`src/hdl/dma_pkg.sv`:
```
// ********************
// shared definitions of the byte-wide DMA controller
// widths, port register offsets, transfer codes, the page
// port map and the command byte with its two decodings
// ********************

package dma_pkg;

	// ********************
	// widths

	localparam int DATA_W     = 8;   // the CPU port and the memory bus are a byte wide
	localparam int ADDR_W     = 16;  // channel address and count registers
	localparam int PAGE_W     = 8;   // page byte placed above the channel address
	localparam int MEM_ADDR_W = 24;
	localparam int NUM_CH     = 4;

	// ********************
	// controller port offsets, channel n sits at 2n and 2n+1

	localparam logic [3:0] REG_STATUS_CMD  = 4'd8;   // status on read, command on write
	localparam logic [3:0] REG_REQUEST     = 4'd9;
	localparam logic [3:0] REG_MASK_SINGLE = 4'd10;
	localparam logic [3:0] REG_MODE        = 4'd11;
	localparam logic [3:0] REG_CLR_FF      = 4'd12;
	localparam logic [3:0] REG_MASTER_CLR  = 4'd13;
	localparam logic [3:0] REG_CLR_MASK    = 4'd14;
	localparam logic [3:0] REG_MASK_ALL    = 4'd15;  // also reads back the mask

	// transfer type field of the mode byte
	localparam logic [1:0] XFER_VERIFY = 2'd0;
	localparam logic [1:0] XFER_WRITE  = 2'd1;  // device to memory
	localparam logic [1:0] XFER_READ   = 2'd2;  // memory to device

	// page port offset of each channel, channel 0 is the rightmost entry
	localparam logic [NUM_CH-1:0][3:0] PAGE_OFFS = {4'd2, 4'd1, 4'd3, 4'd7};

	// ********************
	// the byte written to the mode, mask and request ports

	typedef union packed {
		struct packed {
			logic [1:0] mode;       // demand, single, block or cascade
			logic       dec;        // address steps down
			logic       auto_init;  // reload base values after terminal count
			logic [1:0] xfer;
			logic [1:0] ch_sel;
		} mode_view;
		struct packed {
			logic [4:0] unused;
			logic       set;        // set the bit when high, clear it when low
			logic [1:0] ch_sel;
		} sel_view;
	} dma_cmd_u;

endpackage

```
`src/hdl/dma_chan.sv`:
```
// ********************
// one DMA channel
// base and current address and count, the mode bits
// and the transfer FSM that drives the memory strobes
// ********************

`timescale 1ns/10ps

module dma_chan #(
	parameter int CH_NUM = 0,
	parameter int DATA_W = dma_pkg::DATA_W,
	parameter int ADDR_W = dma_pkg::ADDR_W
) (
	input  logic              clk,
	input  logic              rst_n,
	input  logic              ch_clear,
	input  logic [3:0]        io_address,
	input  logic [DATA_W-1:0] io_writedata,
	input  logic              reg_write,
	input  logic              ff,
	input  logic              grant,
	input  logic [DATA_W-1:0] dev_wdata_ch,
	input  logic [DATA_W-1:0] mem_readdata,
	input  logic              mem_readdatavalid,
	input  logic              mem_waitrequest,
	output logic [DATA_W-1:0] rdata,
	output logic              busy,
	output logic              auto_init,
	output logic              tc_int,
	output logic              dack_ch,
	output logic              tc_ch,
	output logic [DATA_W-1:0] dev_rdata_ch,
	output logic [ADDR_W-1:0] ch_address,
	output logic              ch_read,
	output logic              ch_write,
	output logic [DATA_W-1:0] ch_wdata
);

	localparam logic [2:0] ST_IDLE   = 3'd0;
	localparam logic [2:0] ST_START  = 3'd1;
	localparam logic [2:0] ST_ISSUE  = 3'd2;
	localparam logic [2:0] ST_WAIT   = 3'd3;
	localparam logic [2:0] ST_DATA   = 3'd4;
	localparam logic [2:0] ST_VERIFY = 3'd5;
	localparam logic [2:0] ST_UPDATE = 3'd6;
	localparam logic [2:0] ST_DONE   = 3'd7;

	logic [2:0]        state;
	logic [ADDR_W-1:0] base_addr;
	logic [ADDR_W-1:0] cur_addr;
	logic [ADDR_W-1:0] base_cnt;
	logic [ADDR_W-1:0] cur_cnt;
	logic [1:0]        xfer;
	logic              dec;
	logic              is_read;
	logic              is_write;
	logic              strobe;
	logic              sel_addr;
	logic              sel_cnt;
	logic              sel_mode;
	logic [DATA_W-1:0] wdata_q;
	dma_pkg::dma_cmd_u cmd;

	assign cmd      = io_writedata;
	assign sel_addr = io_address == 4'(2 * CH_NUM);
	assign sel_cnt  = io_address == 4'(2 * CH_NUM + 1);
	assign sel_mode = reg_write && io_address == dma_pkg::REG_MODE &&
		cmd.mode_view.ch_sel == 2'(CH_NUM);

	assign rdata = sel_addr ? cur_addr[ff * DATA_W +: DATA_W] :
		sel_cnt ? cur_cnt[ff * DATA_W +: DATA_W] : '0;

	// ********************
	// address and count registers written one byte per access

	always_ff @(posedge clk) begin
		if (reg_write && sel_addr) begin
			base_addr[ff * DATA_W +: DATA_W] <= io_writedata;
			cur_addr[ff * DATA_W +: DATA_W]  <= io_writedata;
		end else if (tc_int && auto_init)
			cur_addr <= base_addr;
		else if (state == ST_UPDATE)
			cur_addr <= dec ? cur_addr - 1'b1 : cur_addr + 1'b1;
	end

	always_ff @(posedge clk) begin
		if (reg_write && sel_cnt) begin
			base_cnt[ff * DATA_W +: DATA_W] <= io_writedata;
			cur_cnt[ff * DATA_W +: DATA_W]  <= io_writedata;
		end else if (tc_int && auto_init)
			cur_cnt <= base_cnt;
		else if (state == ST_UPDATE)
			cur_cnt <= cur_cnt - 1'b1;  // wraps to all ones after terminal count
	end

	always_ff @(posedge clk) begin
		if (!rst_n) begin
			xfer      <= dma_pkg::XFER_VERIFY;
			auto_init <= 1'b0;
			dec       <= 1'b0;
		end else if (sel_mode) begin
			xfer      <= cmd.mode_view.xfer;
			auto_init <= cmd.mode_view.auto_init;
			dec       <= cmd.mode_view.dec;
		end
	end

	// ********************
	// transfer FSM

	assign is_read  = xfer == dma_pkg::XFER_READ;
	assign is_write = xfer == dma_pkg::XFER_WRITE;

	always_ff @(posedge clk) begin
		if (!rst_n || ch_clear)
			state <= ST_IDLE;
		else begin
			case (state)
				ST_IDLE:   if (grant) state <= ST_START;
				ST_START:  state <= (is_read || is_write) ? ST_ISSUE : ST_VERIFY;
				ST_ISSUE:  state <= ST_WAIT;  // the memory sees the strobe from here on
				ST_WAIT:   if (!mem_waitrequest) state <= is_read ? ST_DATA : ST_UPDATE;
				ST_DATA:   if (mem_readdatavalid) state <= ST_UPDATE;
				ST_VERIFY: state <= ST_UPDATE;
				ST_UPDATE: state <= ST_DONE;
				default:   state <= ST_IDLE;
			endcase
		end
	end

	always_ff @(posedge clk) begin
		if (state == ST_START)
			wdata_q <= dev_wdata_ch;
		if (state == ST_DATA && mem_readdatavalid)
			dev_rdata_ch <= mem_readdata;
	end

	always_ff @(posedge clk) begin
		if (!rst_n)
			tc_ch <= 1'b0;
		else
			tc_ch <= tc_int;
	end

	// the strobe drops in the cycle the memory accepts, since the memory port adds a register
	assign strobe     = state == ST_ISSUE || (state == ST_WAIT && mem_waitrequest);
	assign ch_read    = is_read && strobe;
	assign ch_write   = is_write && strobe;
	assign busy       = state != ST_IDLE;
	assign ch_address = busy ? cur_addr : '0;
	assign ch_wdata   = busy ? wdata_q : '0;
	assign dack_ch    = state == ST_UPDATE;
	assign tc_int     = dack_ch && cur_cnt == '0;

	a_grant_idle: assert property (@(posedge clk) disable iff (!rst_n)
		grant |-> state == ST_IDLE);

	// read data only arrives while the FSM waits for it
	a_valid_in_data: assert property (@(posedge clk) disable iff (!rst_n)
		busy && is_read && mem_readdatavalid |-> state == ST_DATA);

endmodule

```
`src/hdl/dma_mem_port.sv`:
```
// ********************
// fixed-priority arbiter with channel 0 first
// memory bus master that registers the channel signals once
// and puts the page byte of the busy channel on top
// ********************

`timescale 1ns/10ps

module dma_mem_port #(
	parameter int NUM_CH     = dma_pkg::NUM_CH,
	parameter int DATA_W     = dma_pkg::DATA_W,
	parameter int ADDR_W     = dma_pkg::ADDR_W,
	parameter int PAGE_W     = dma_pkg::PAGE_W,
	parameter int MEM_ADDR_W = dma_pkg::MEM_ADDR_W
) (
	input  logic                          clk,
	input  logic                          rst_n,
	input  logic [NUM_CH-1:0]             req_active,
	input  logic                          disabled,
	input  logic [NUM_CH-1:0]             busy,
	input  logic [NUM_CH-1:0][PAGE_W-1:0] page,
	input  logic [NUM_CH-1:0][ADDR_W-1:0] ch_address,
	input  logic [NUM_CH-1:0]             ch_read,
	input  logic [NUM_CH-1:0]             ch_write,
	input  logic [NUM_CH-1:0][DATA_W-1:0] ch_wdata,
	output logic [NUM_CH-1:0]             grant,
	output logic [MEM_ADDR_W-1:0]         mem_address,
	output logic                          mem_read,
	output logic                          mem_write,
	output logic [DATA_W-1:0]             mem_writedata
);

	logic [ADDR_W-1:0] addr_or;
	logic [PAGE_W-1:0] page_sel;
	logic [DATA_W-1:0] wdata_or;
	logic              read_or;
	logic              write_or;

	// the grant is the lowest set bit of the active requests and stays empty while a transfer runs
	assign grant = (disabled || |busy) ? '0 : req_active & (~req_active + NUM_CH'(1));

	// idle channels drive zeros, so an OR merges them
	always_comb begin
		addr_or  = '0;
		page_sel = '0;
		wdata_or = '0;
		read_or  = 1'b0;
		write_or = 1'b0;
		for (int i = 0; i < NUM_CH; i++) begin
			addr_or  |= ch_address[i];
			wdata_or |= ch_wdata[i];
			read_or  |= ch_read[i];
			write_or |= ch_write[i];
			if (busy[i])
				page_sel |= page[i];
		end
	end

	always_ff @(posedge clk) begin
		if (!rst_n) begin
			mem_read  <= 1'b0;
			mem_write <= 1'b0;
		end else if (|busy) begin
			mem_read  <= read_or;
			mem_write <= write_or;
		end else begin
			mem_read  <= 1'b0;
			mem_write <= 1'b0;
		end
	end

	always_ff @(posedge clk) begin
		if (|busy) begin
			mem_address   <= {page_sel, addr_or};
			mem_writedata <= wdata_or;
		end
	end

	// the OR merge above relies on a single running channel
	a_one_busy: assert property (@(posedge clk) disable iff (!rst_n)
		$onehot0(busy));

endmodule

```
`src/hdl/dma_regs.sv`:
```
// ********************
// register block of the DMA controller
// CPU port decode, byte pointer, mask, request and status bits,
// the disable bit, the page bytes and the readback register
// ********************

`timescale 1ns/10ps

module dma_regs #(
	parameter int NUM_CH = dma_pkg::NUM_CH,
	parameter int DATA_W = dma_pkg::DATA_W,
	parameter int PAGE_W = dma_pkg::PAGE_W
) (
	input  logic                          clk,
	input  logic                          rst_n,
	input  logic [3:0]                    io_address,
	input  logic                          io_read,
	input  logic                          io_write,
	input  logic                          io_cs,
	input  logic                          io_page_cs,
	input  logic [DATA_W-1:0]             io_writedata,
	output logic [DATA_W-1:0]             io_readdata,
	input  logic [NUM_CH-1:0][DATA_W-1:0] chan_rdata,
	input  logic [NUM_CH-1:0]             tc_int,
	input  logic [NUM_CH-1:0]             auto_init,
	input  logic [NUM_CH-1:0]             dreq,
	output logic                          reg_write,
	output logic                          ff,
	output logic                          ch_clear,
	output logic                          disabled,
	output logic [NUM_CH-1:0]             req_active,
	output logic [NUM_CH-1:0][PAGE_W-1:0] page
);

	logic              rd_last;
	logic              wr_last;
	logic              read_edge;
	logic              ctrl_read;
	logic              page_write;
	logic [NUM_CH-1:0] sel_bit;
	logic [NUM_CH-1:0] sw_req;
	logic [NUM_CH-1:0] pending;
	logic [NUM_CH-1:0] mask;
	logic [NUM_CH-1:0] terminated;
	logic [DATA_W-1:0] chan_or;
	logic [DATA_W-1:0] rd_mux;
	dma_pkg::dma_cmd_u cmd;

	// ********************
	// port decode

	always_ff @(posedge clk) begin
		if (!rst_n) begin
			rd_last <= 1'b0;
			wr_last <= 1'b0;
		end else begin
			rd_last <= io_read & (io_cs | io_page_cs);
			wr_last <= io_write & io_cs;
		end
	end

	assign read_edge  = io_read & (io_cs | io_page_cs) & ~rd_last;  // only the first cycle counts
	assign ctrl_read  = read_edge & io_cs;
	assign reg_write  = io_write & io_cs & ~wr_last;
	assign page_write = io_write & io_page_cs;
	assign ch_clear   = reg_write && io_address == dma_pkg::REG_MASTER_CLR;

	assign cmd     = io_writedata;
	assign sel_bit = NUM_CH'(1) << cmd.sel_view.ch_sel;

	// ********************
	// control state

	// the byte pointer steps on every access to an address or count port
	always_ff @(posedge clk) begin
		if (!rst_n || ch_clear)
			ff <= 1'b0;
		else if (reg_write && io_address == dma_pkg::REG_CLR_FF)
			ff <= 1'b0;
		else if ((reg_write || ctrl_read) && !io_address[3])
			ff <= ~ff;
	end

	always_ff @(posedge clk) begin
		if (!rst_n || ch_clear)
			disabled <= 1'b0;
		else if (reg_write && io_address == dma_pkg::REG_STATUS_CMD)
			disabled <= io_writedata[2];  // the disable bit is all that is left of the command
	end

	always_ff @(posedge clk) begin
		if (!rst_n || ch_clear)
			mask <= '1;
		else if (reg_write && io_address == dma_pkg::REG_CLR_MASK)
			mask <= '0;
		else if (reg_write && io_address == dma_pkg::REG_MASK_ALL)
			mask <= io_writedata[NUM_CH-1:0];
		else if (reg_write && io_address == dma_pkg::REG_MASK_SINGLE)
			mask <= cmd.sel_view.set ? (mask | sel_bit) : (mask & ~sel_bit);
		else
			mask <= mask | (tc_int & ~auto_init);  // a channel without auto-init stops itself
	end

	always_ff @(posedge clk) begin
		if (!rst_n || ch_clear)
			sw_req <= '0;
		else if (reg_write && io_address == dma_pkg::REG_REQUEST)
			sw_req <= cmd.sel_view.set ? (sw_req | sel_bit) : (sw_req & ~sel_bit);
		else
			sw_req <= sw_req & ~tc_int;
	end

	always_ff @(posedge clk) begin
		if (!rst_n || ch_clear)
			terminated <= '0;
		else if (ctrl_read && io_address == dma_pkg::REG_STATUS_CMD)
			terminated <= '0;  // reading the status clears it
		else
			terminated <= terminated | tc_int;
	end

	always_ff @(posedge clk) begin
		if (!rst_n)
			page <= '0;
		else if (page_write) begin
			for (int i = 0; i < NUM_CH; i++)
				if (io_address == dma_pkg::PAGE_OFFS[i])
					page[i] <= io_writedata;
		end
	end

	assign pending    = dreq | sw_req;
	assign req_active = pending & ~mask;

	// ********************
	// readback

	always_comb begin
		chan_or = '0;
		for (int i = 0; i < NUM_CH; i++)
			chan_or |= chan_rdata[i];  // only the addressed channel drives a byte
		rd_mux = '0;
		if (io_page_cs && !io_cs) begin
			for (int i = 0; i < NUM_CH; i++)
				if (io_address == dma_pkg::PAGE_OFFS[i])
					rd_mux = page[i];
		end else if (!io_address[3])
			rd_mux = chan_or;
		else if (io_address == dma_pkg::REG_STATUS_CMD)
			rd_mux = {pending, terminated};
		else if (io_address == dma_pkg::REG_MASK_ALL)
			rd_mux = {{(DATA_W - NUM_CH){1'b1}}, mask};
	end

	always_ff @(posedge clk) begin
		if (read_edge)
			io_readdata <= rd_mux;  // held until the next read
	end

	// channels run one at a time, so no two reach terminal count together
	a_one_tc: assert property (@(posedge clk) disable iff (!rst_n)
		$onehot0(tc_int));

endmodule

```
`src/hdl/dma_top.sv`:
```
// ********************
// four-channel byte-wide DMA controller with page registers
// register block, four channel engines and the memory port
// ********************

`timescale 1ns/10ps

module dma_top #(
	parameter int NUM_CH     = dma_pkg::NUM_CH,
	parameter int DATA_W     = dma_pkg::DATA_W,
	parameter int ADDR_W     = dma_pkg::ADDR_W,
	parameter int PAGE_W     = dma_pkg::PAGE_W,
	parameter int MEM_ADDR_W = dma_pkg::MEM_ADDR_W
) (
	input  logic                          clk,
	input  logic                          rst_n,
	input  logic [3:0]                    io_address,
	input  logic                          io_read,
	input  logic                          io_write,
	input  logic                          io_cs,
	input  logic                          io_page_cs,
	input  logic [DATA_W-1:0]             io_writedata,
	output logic [DATA_W-1:0]             io_readdata,
	output logic [MEM_ADDR_W-1:0]         mem_address,
	output logic                          mem_read,
	output logic                          mem_write,
	output logic [DATA_W-1:0]             mem_writedata,
	input  logic [DATA_W-1:0]             mem_readdata,
	input  logic                          mem_readdatavalid,
	input  logic                          mem_waitrequest,
	input  logic [NUM_CH-1:0]             dreq,
	output logic [NUM_CH-1:0]             dack,
	output logic [NUM_CH-1:0]             tc,
	input  logic [NUM_CH-1:0][DATA_W-1:0] dev_wdata,
	output logic [NUM_CH-1:0][DATA_W-1:0] dev_rdata
);

	logic                          reg_write;
	logic                          ff;
	logic                          ch_clear;
	logic                          disabled;
	logic [NUM_CH-1:0]             req_active;
	logic [NUM_CH-1:0]             grant;
	logic [NUM_CH-1:0]             busy;
	logic [NUM_CH-1:0]             auto_init;
	logic [NUM_CH-1:0]             tc_int;
	logic [NUM_CH-1:0]             ch_read;
	logic [NUM_CH-1:0]             ch_write;
	logic [NUM_CH-1:0][DATA_W-1:0] chan_rdata;
	logic [NUM_CH-1:0][DATA_W-1:0] ch_wdata;
	logic [NUM_CH-1:0][ADDR_W-1:0] ch_address;
	logic [NUM_CH-1:0][PAGE_W-1:0] page;

	dma_regs #(
		.NUM_CH(NUM_CH),
		.DATA_W(DATA_W),
		.PAGE_W(PAGE_W)
	) u_regs (
		.clk(clk),
		.rst_n(rst_n),
		.io_address(io_address),
		.io_read(io_read),
		.io_write(io_write),
		.io_cs(io_cs),
		.io_page_cs(io_page_cs),
		.io_writedata(io_writedata),
		.io_readdata(io_readdata),
		.chan_rdata(chan_rdata),
		.tc_int(tc_int),
		.auto_init(auto_init),
		.dreq(dreq),
		.reg_write(reg_write),
		.ff(ff),
		.ch_clear(ch_clear),
		.disabled(disabled),
		.req_active(req_active),
		.page(page)
	);

	for (genvar i = 0; i < NUM_CH; i++) begin : g_chan
		dma_chan #(
			.CH_NUM(i),
			.DATA_W(DATA_W),
			.ADDR_W(ADDR_W)
		) u_chan (
			.clk(clk),
			.rst_n(rst_n),
			.ch_clear(ch_clear),
			.io_address(io_address),
			.io_writedata(io_writedata),
			.reg_write(reg_write),
			.ff(ff),
			.grant(grant[i]),
			.dev_wdata_ch(dev_wdata[i]),
			.mem_readdata(mem_readdata),
			.mem_readdatavalid(mem_readdatavalid),
			.mem_waitrequest(mem_waitrequest),
			.rdata(chan_rdata[i]),
			.busy(busy[i]),
			.auto_init(auto_init[i]),
			.tc_int(tc_int[i]),
			.dack_ch(dack[i]),
			.tc_ch(tc[i]),
			.dev_rdata_ch(dev_rdata[i]),
			.ch_address(ch_address[i]),
			.ch_read(ch_read[i]),
			.ch_write(ch_write[i]),
			.ch_wdata(ch_wdata[i])
		);
	end

	dma_mem_port #(
		.NUM_CH(NUM_CH),
		.DATA_W(DATA_W),
		.ADDR_W(ADDR_W),
		.PAGE_W(PAGE_W),
		.MEM_ADDR_W(MEM_ADDR_W)
	) u_mem_port (
		.clk(clk),
		.rst_n(rst_n),
		.req_active(req_active),
		.disabled(disabled),
		.busy(busy),
		.page(page),
		.ch_address(ch_address),
		.ch_read(ch_read),
		.ch_write(ch_write),
		.ch_wdata(ch_wdata),
		.grant(grant),
		.mem_address(mem_address),
		.mem_read(mem_read),
		.mem_write(mem_write),
		.mem_writedata(mem_writedata)
	);

endmodule

```
`config.mk`:
```
export PLATFORM = sky130hd
export DESIGN_NAME = dma_top
export DESIGN_NICKNAME = d
export VERILOG_FILES = /design/src/hdl/dma_pkg.sv /design/src/hdl/dma_chan.sv /design/src/hdl/dma_mem_port.sv /design/src/hdl/dma_regs.sv /design/src/hdl/dma_top.sv
export SDC_FILE = /design/constraint.sdc
export NUM_CORES = 1
export LEC_CHECK = 0
export BUFFER_PORTS_ARGS = -buffer_cell sky130_fd_sc_hd__buf_2
export CAP_MARGIN = 20
export CELL_PAD_IN_SITES_DETAIL_PLACEMENT = 0
export CELL_PAD_IN_SITES_GLOBAL_PLACEMENT = 1
export CORE_MARGIN = 2
export CORE_UTILIZATION = 40
export DETAILED_ROUTE_END_ITERATION = 10
export GPL_ROUTABILITY_DRIVEN = 0
export PLACE_DENSITY = 0.71
export SLEW_MARGIN = 20
export SYNTH_ARGS = -nofsm -noshare
export SYNTH_HDL_FRONTEND = slang
export SYNTH_SLANG_ARGS = --single-unit
export TNS_END_PERCENT = 10
```
`constraint.sdc`:
```
create_clock -name clk -period 3 [get_ports clk]
set_input_delay 0 -clock clk [delete_from_list [all_inputs] [get_ports clk]]
set_output_delay 0 -clock clk [all_outputs]
set_load 0.02 [all_outputs]
```
==> metrics.txt <==
clock transition at the registers of the reported paths=0.06 ns; Ant. Diodes=0; mux cell area share after synthesis=0.03895; Initial Utilization=0.4053; ANT nets after route=0; synthesized cell area=~23000 µm²; CP startpoint kind=register; Yosys top cell area share=0.4623; DRC errors left=0; Post-synth EDFFs=360; peak supply drop=about 0.57 mV; CP endpoint kind=register; DIE WIDTH=~250 µm; GR Overflow Total=0; Tcrit/Tclk final=0.9852; Cell Pwr Density=602.0 nW/µm²; CTS tree=yes; row count=slightly below 90; Mapped Cells=between 2000 and 2500; Syn-to-layout area delta=19.23%; Slew HR=0.2693; asr flop ratio synth=0; Die H=roughly 250 µm; H-Tree Level Count=2; crit path kind=register to register; xor and xnor area share after synthesis=0.03745; Post-Synth Simple-Gate Area=0.1361; Setup-failing EPs final=0; clk buf depth=3; share of layout cells above drive strength 1=0.1624; first-pass iteration count of the detailed router=6; vias per cell=5.950; Vias=19540; Worst-Margin Slew=1.093 ns; CP Data Arrival Time=3.26 ns; Net Sw Frac=0.3056; Internal=11.66 mW; Core Area=57700 µm²; CTS buffer count=50; Post-Syn Nets=approximately 2300; TritonCTS Sinks=442; DRT iter0 DRCs=2247; adder-cell share of the synthesized area=0.04195; first-pass GRT wire length=121100 µm; outcome=finished clean; routed len/inst=25.52 µm; I/O pin count=about 150; P_leak=around 10 nW; WHS=roughly 0.039 ns; Final HPWL DP=60120 µm; Psw=roughly 5.1 mW; GRT Total Usage=0.2716; f_max=338.3 MHz; Hold Crit Class=input pin to register; register area share after synthesis=0.5324; WL final=83820 µm; Sequential Power Share=0.451; Yosys reg bits=roughly 440; NumNets Final=2617; RSZ-0062 raised after global routing=true; Post-synth top flop=edfxtp_1; Synth Area in Compound Gates=0.1814; vias in the first global route=roughly 18000; Total Power=16.79 mW; CTS root buf=clkbuf_16; Fin. Hold Viols=0; number of max-cap violations=0; post-synthesis area per instance=10.69 µm²; Layout Skew=0.02291 ns; Clock Latency Late Sink=0.60 ns; Slew Limit Fails=0; Clock power frac=0.347; Max FO, Critical Path=20; Buffers on Ports=around 150; initial antenna violation count=1; fin crit period=2.956 ns; die area=60420 µm²; required time worst endpoint=3.30 ns; largest family of logic cells by synthesized area=compound AO/OA/AOI/OAI gates; largest net degree at the start of global routing=between 40 and 50; setup TNS=0 ns; post-synth top area cell=edfxtp_1; Synth cell types=81; top cells by area, synth=edfxtp_1, dfxtp_1, nand2_1, mux2i_1, ha_1; Synthesis Warnings=0; Combinational Power Share=0.202
-- cells in the mapped netlist, types with 6 or more instances --
library cell / n
or3_1: 14
a31oi_1: 29
a21o_1: 26
a21oi_1: 142
mux2i_1: 91
o21ai_1: 34
buf_4: 10
o31ai_1: 7
a22oi_1: 37
nor4_1: 20
buf_2: 11
nor2b_1: 15
nand3_1: 45
inv_1: 50
o211ai_2: 15
and3_1: 12
a211oi_1: 30
o22ai_1: 44
clkbuf_1: 88
edfxtp_1: 360
and2_1: 9
a22o_1: 34
xor2_1: 42
ha_1: 72
nand3b_1: 9
dfxtp_1: 82
o21a_1: 13
nand2_1: 248
o211ai_1: 45
a32oi_1: 6
nor3_1: 54
o21ai_0: 98
xnor2_1: 58
o21bai_1: 10
or4_1: 10
nor2_1: 179
a221o_1: 33
nand2b_1: 16
-- kinds of logic (layout without fill, tap and decap cells) --
family,count (synthesis),count (layout)
mux,91,91
fa+ha+maj,76,76
xor+xnor,100,100
compound gates,634,634
flops,442,442
simple gates,673,673
buf+inv,171,503
-- layer usage --
layer,GRT usage,up-vias,routed length (µm)
li1,-,8867,-
met4,0.1207,2,4302
met5,0,-,13
met2,0.4285,935,37590
met1,0.3669,9529,34970
met3,0.04573,207,6945
-- worst max-delay path: stages (launching register included) --
cell     delay, ns
dfxtp_4       0.69
buf_4         0.26
mux2i_1       0.40
o22ai_1       0.13
nor4_1        0.69
buf_4         0.22
and3_1        0.19
a31oi_1       0.05
-- layout by cell type (no fill, tap or decap), types with 13 or more instances in the layout --
cell type and count:
nor4_1 20, nand2_1 248, nor3_1 54, nand3_1 45
xnor2_1 58, o211ai_2 15, a22oi_1 37, a21o_1 26
a21oi_1 142, o21ai_0 98, buf_4 144, o21a_1 13
ha_1 72, edfxtp_1 360, o22ai_1 44, nor2b_1 13
dfxtp_1 80, a211oi_1 30, o21ai_1 34, a22o_1 34
a31oi_1 29, xor2_1 42, mux2i_1 91, nor2_1 179
a221o_1 33, dlygate4sd3_1 66, clkinv_1 14, clkbuf_1 13
or3_1 14, nand2b_1 16, inv_1 50, buf_2 145
o211ai_1 45, clkbuf_16 53
-- flip-flops by register name (all words and copies together) (netlist names), 12 cells and up, named ones only --
register                    flops
g_chan.u_chan.dev_rdata_ch     32
u_regs.page                    32
g_chan.u_chan.base_cnt         64
g_chan.u_chan.state            12
g_chan.u_chan.cur_cnt          64
g_chan.u_chan.cur_addr         64
g_chan.u_chan.wdata_q          32
g_chan.u_chan.base_addr        64
u_mem_port.mem_address         24
-- power by group through the flow --
stage	clock network [mW]	logic, mW	registers [mW]
finish	5.82	3.39	7.58
global route	6.13	3.58	7.61
CTS	5.89	3.34	7.58
detailed placement	0	3.26	7.70
global placement	0	3.23	7.69
floorplan	0	1.52	7.93
-- what timing repair did --
action	CTS	global route
endpoints found under the hold margin	155	0
endpoints found under the setup margin	0	5
setup buffers	0	1
gates resized for setup	0	3
hold buffers	66	0
-- per-stage QoR --
stage	utilization	instances	area, µm²	setup slack (ns)
2_1_floorplan	-	2187	23390	0.3739
3_3_place_gp	0.4447	3123	25660	0.04431
3_5_place_dp	0.4447	3123	25660	0.09348
4_1_cts	0.4828	3283	27860	0.05465
5_1_grt	0.4833	3284	27880	-0.03968
6_report	0.4833	3284	27880	0.04432
-- final cells by class --
type,count,area [µm²]
multi-input combinational,1574,10210
fill,5272,29810
clock inverter,26,135.1
clock buffer,68,1403
tap,765,957.2
sequential,442,12460
inverter,51,191.4
timing repair buffer,358,2527
-- path summary, 6_finish.rpt --
kind	from	endpoint	slack, ns	depth (start not counted)
setup / recovery	u_regs.ff$_SDFFE_PP0P_	u_regs.io_readdata[5]$_DFFE_PP_	0.04	7
hold / removal	dreq[1]	g_chan[3].u_chan.state[1]$_SDFFE_PP0P_	0.04	7
setup reg to reg	u_regs.ff$_SDFFE_PP0P_	u_regs.io_readdata[5]$_DFFE_PP_	0.04	7
hold reg to reg	u_regs.terminated[0]$_SDFF_PP0_	u_regs.terminated[0]$_SDFF_PP0_	0.47	1
Power figures use the tool's default switching activity.
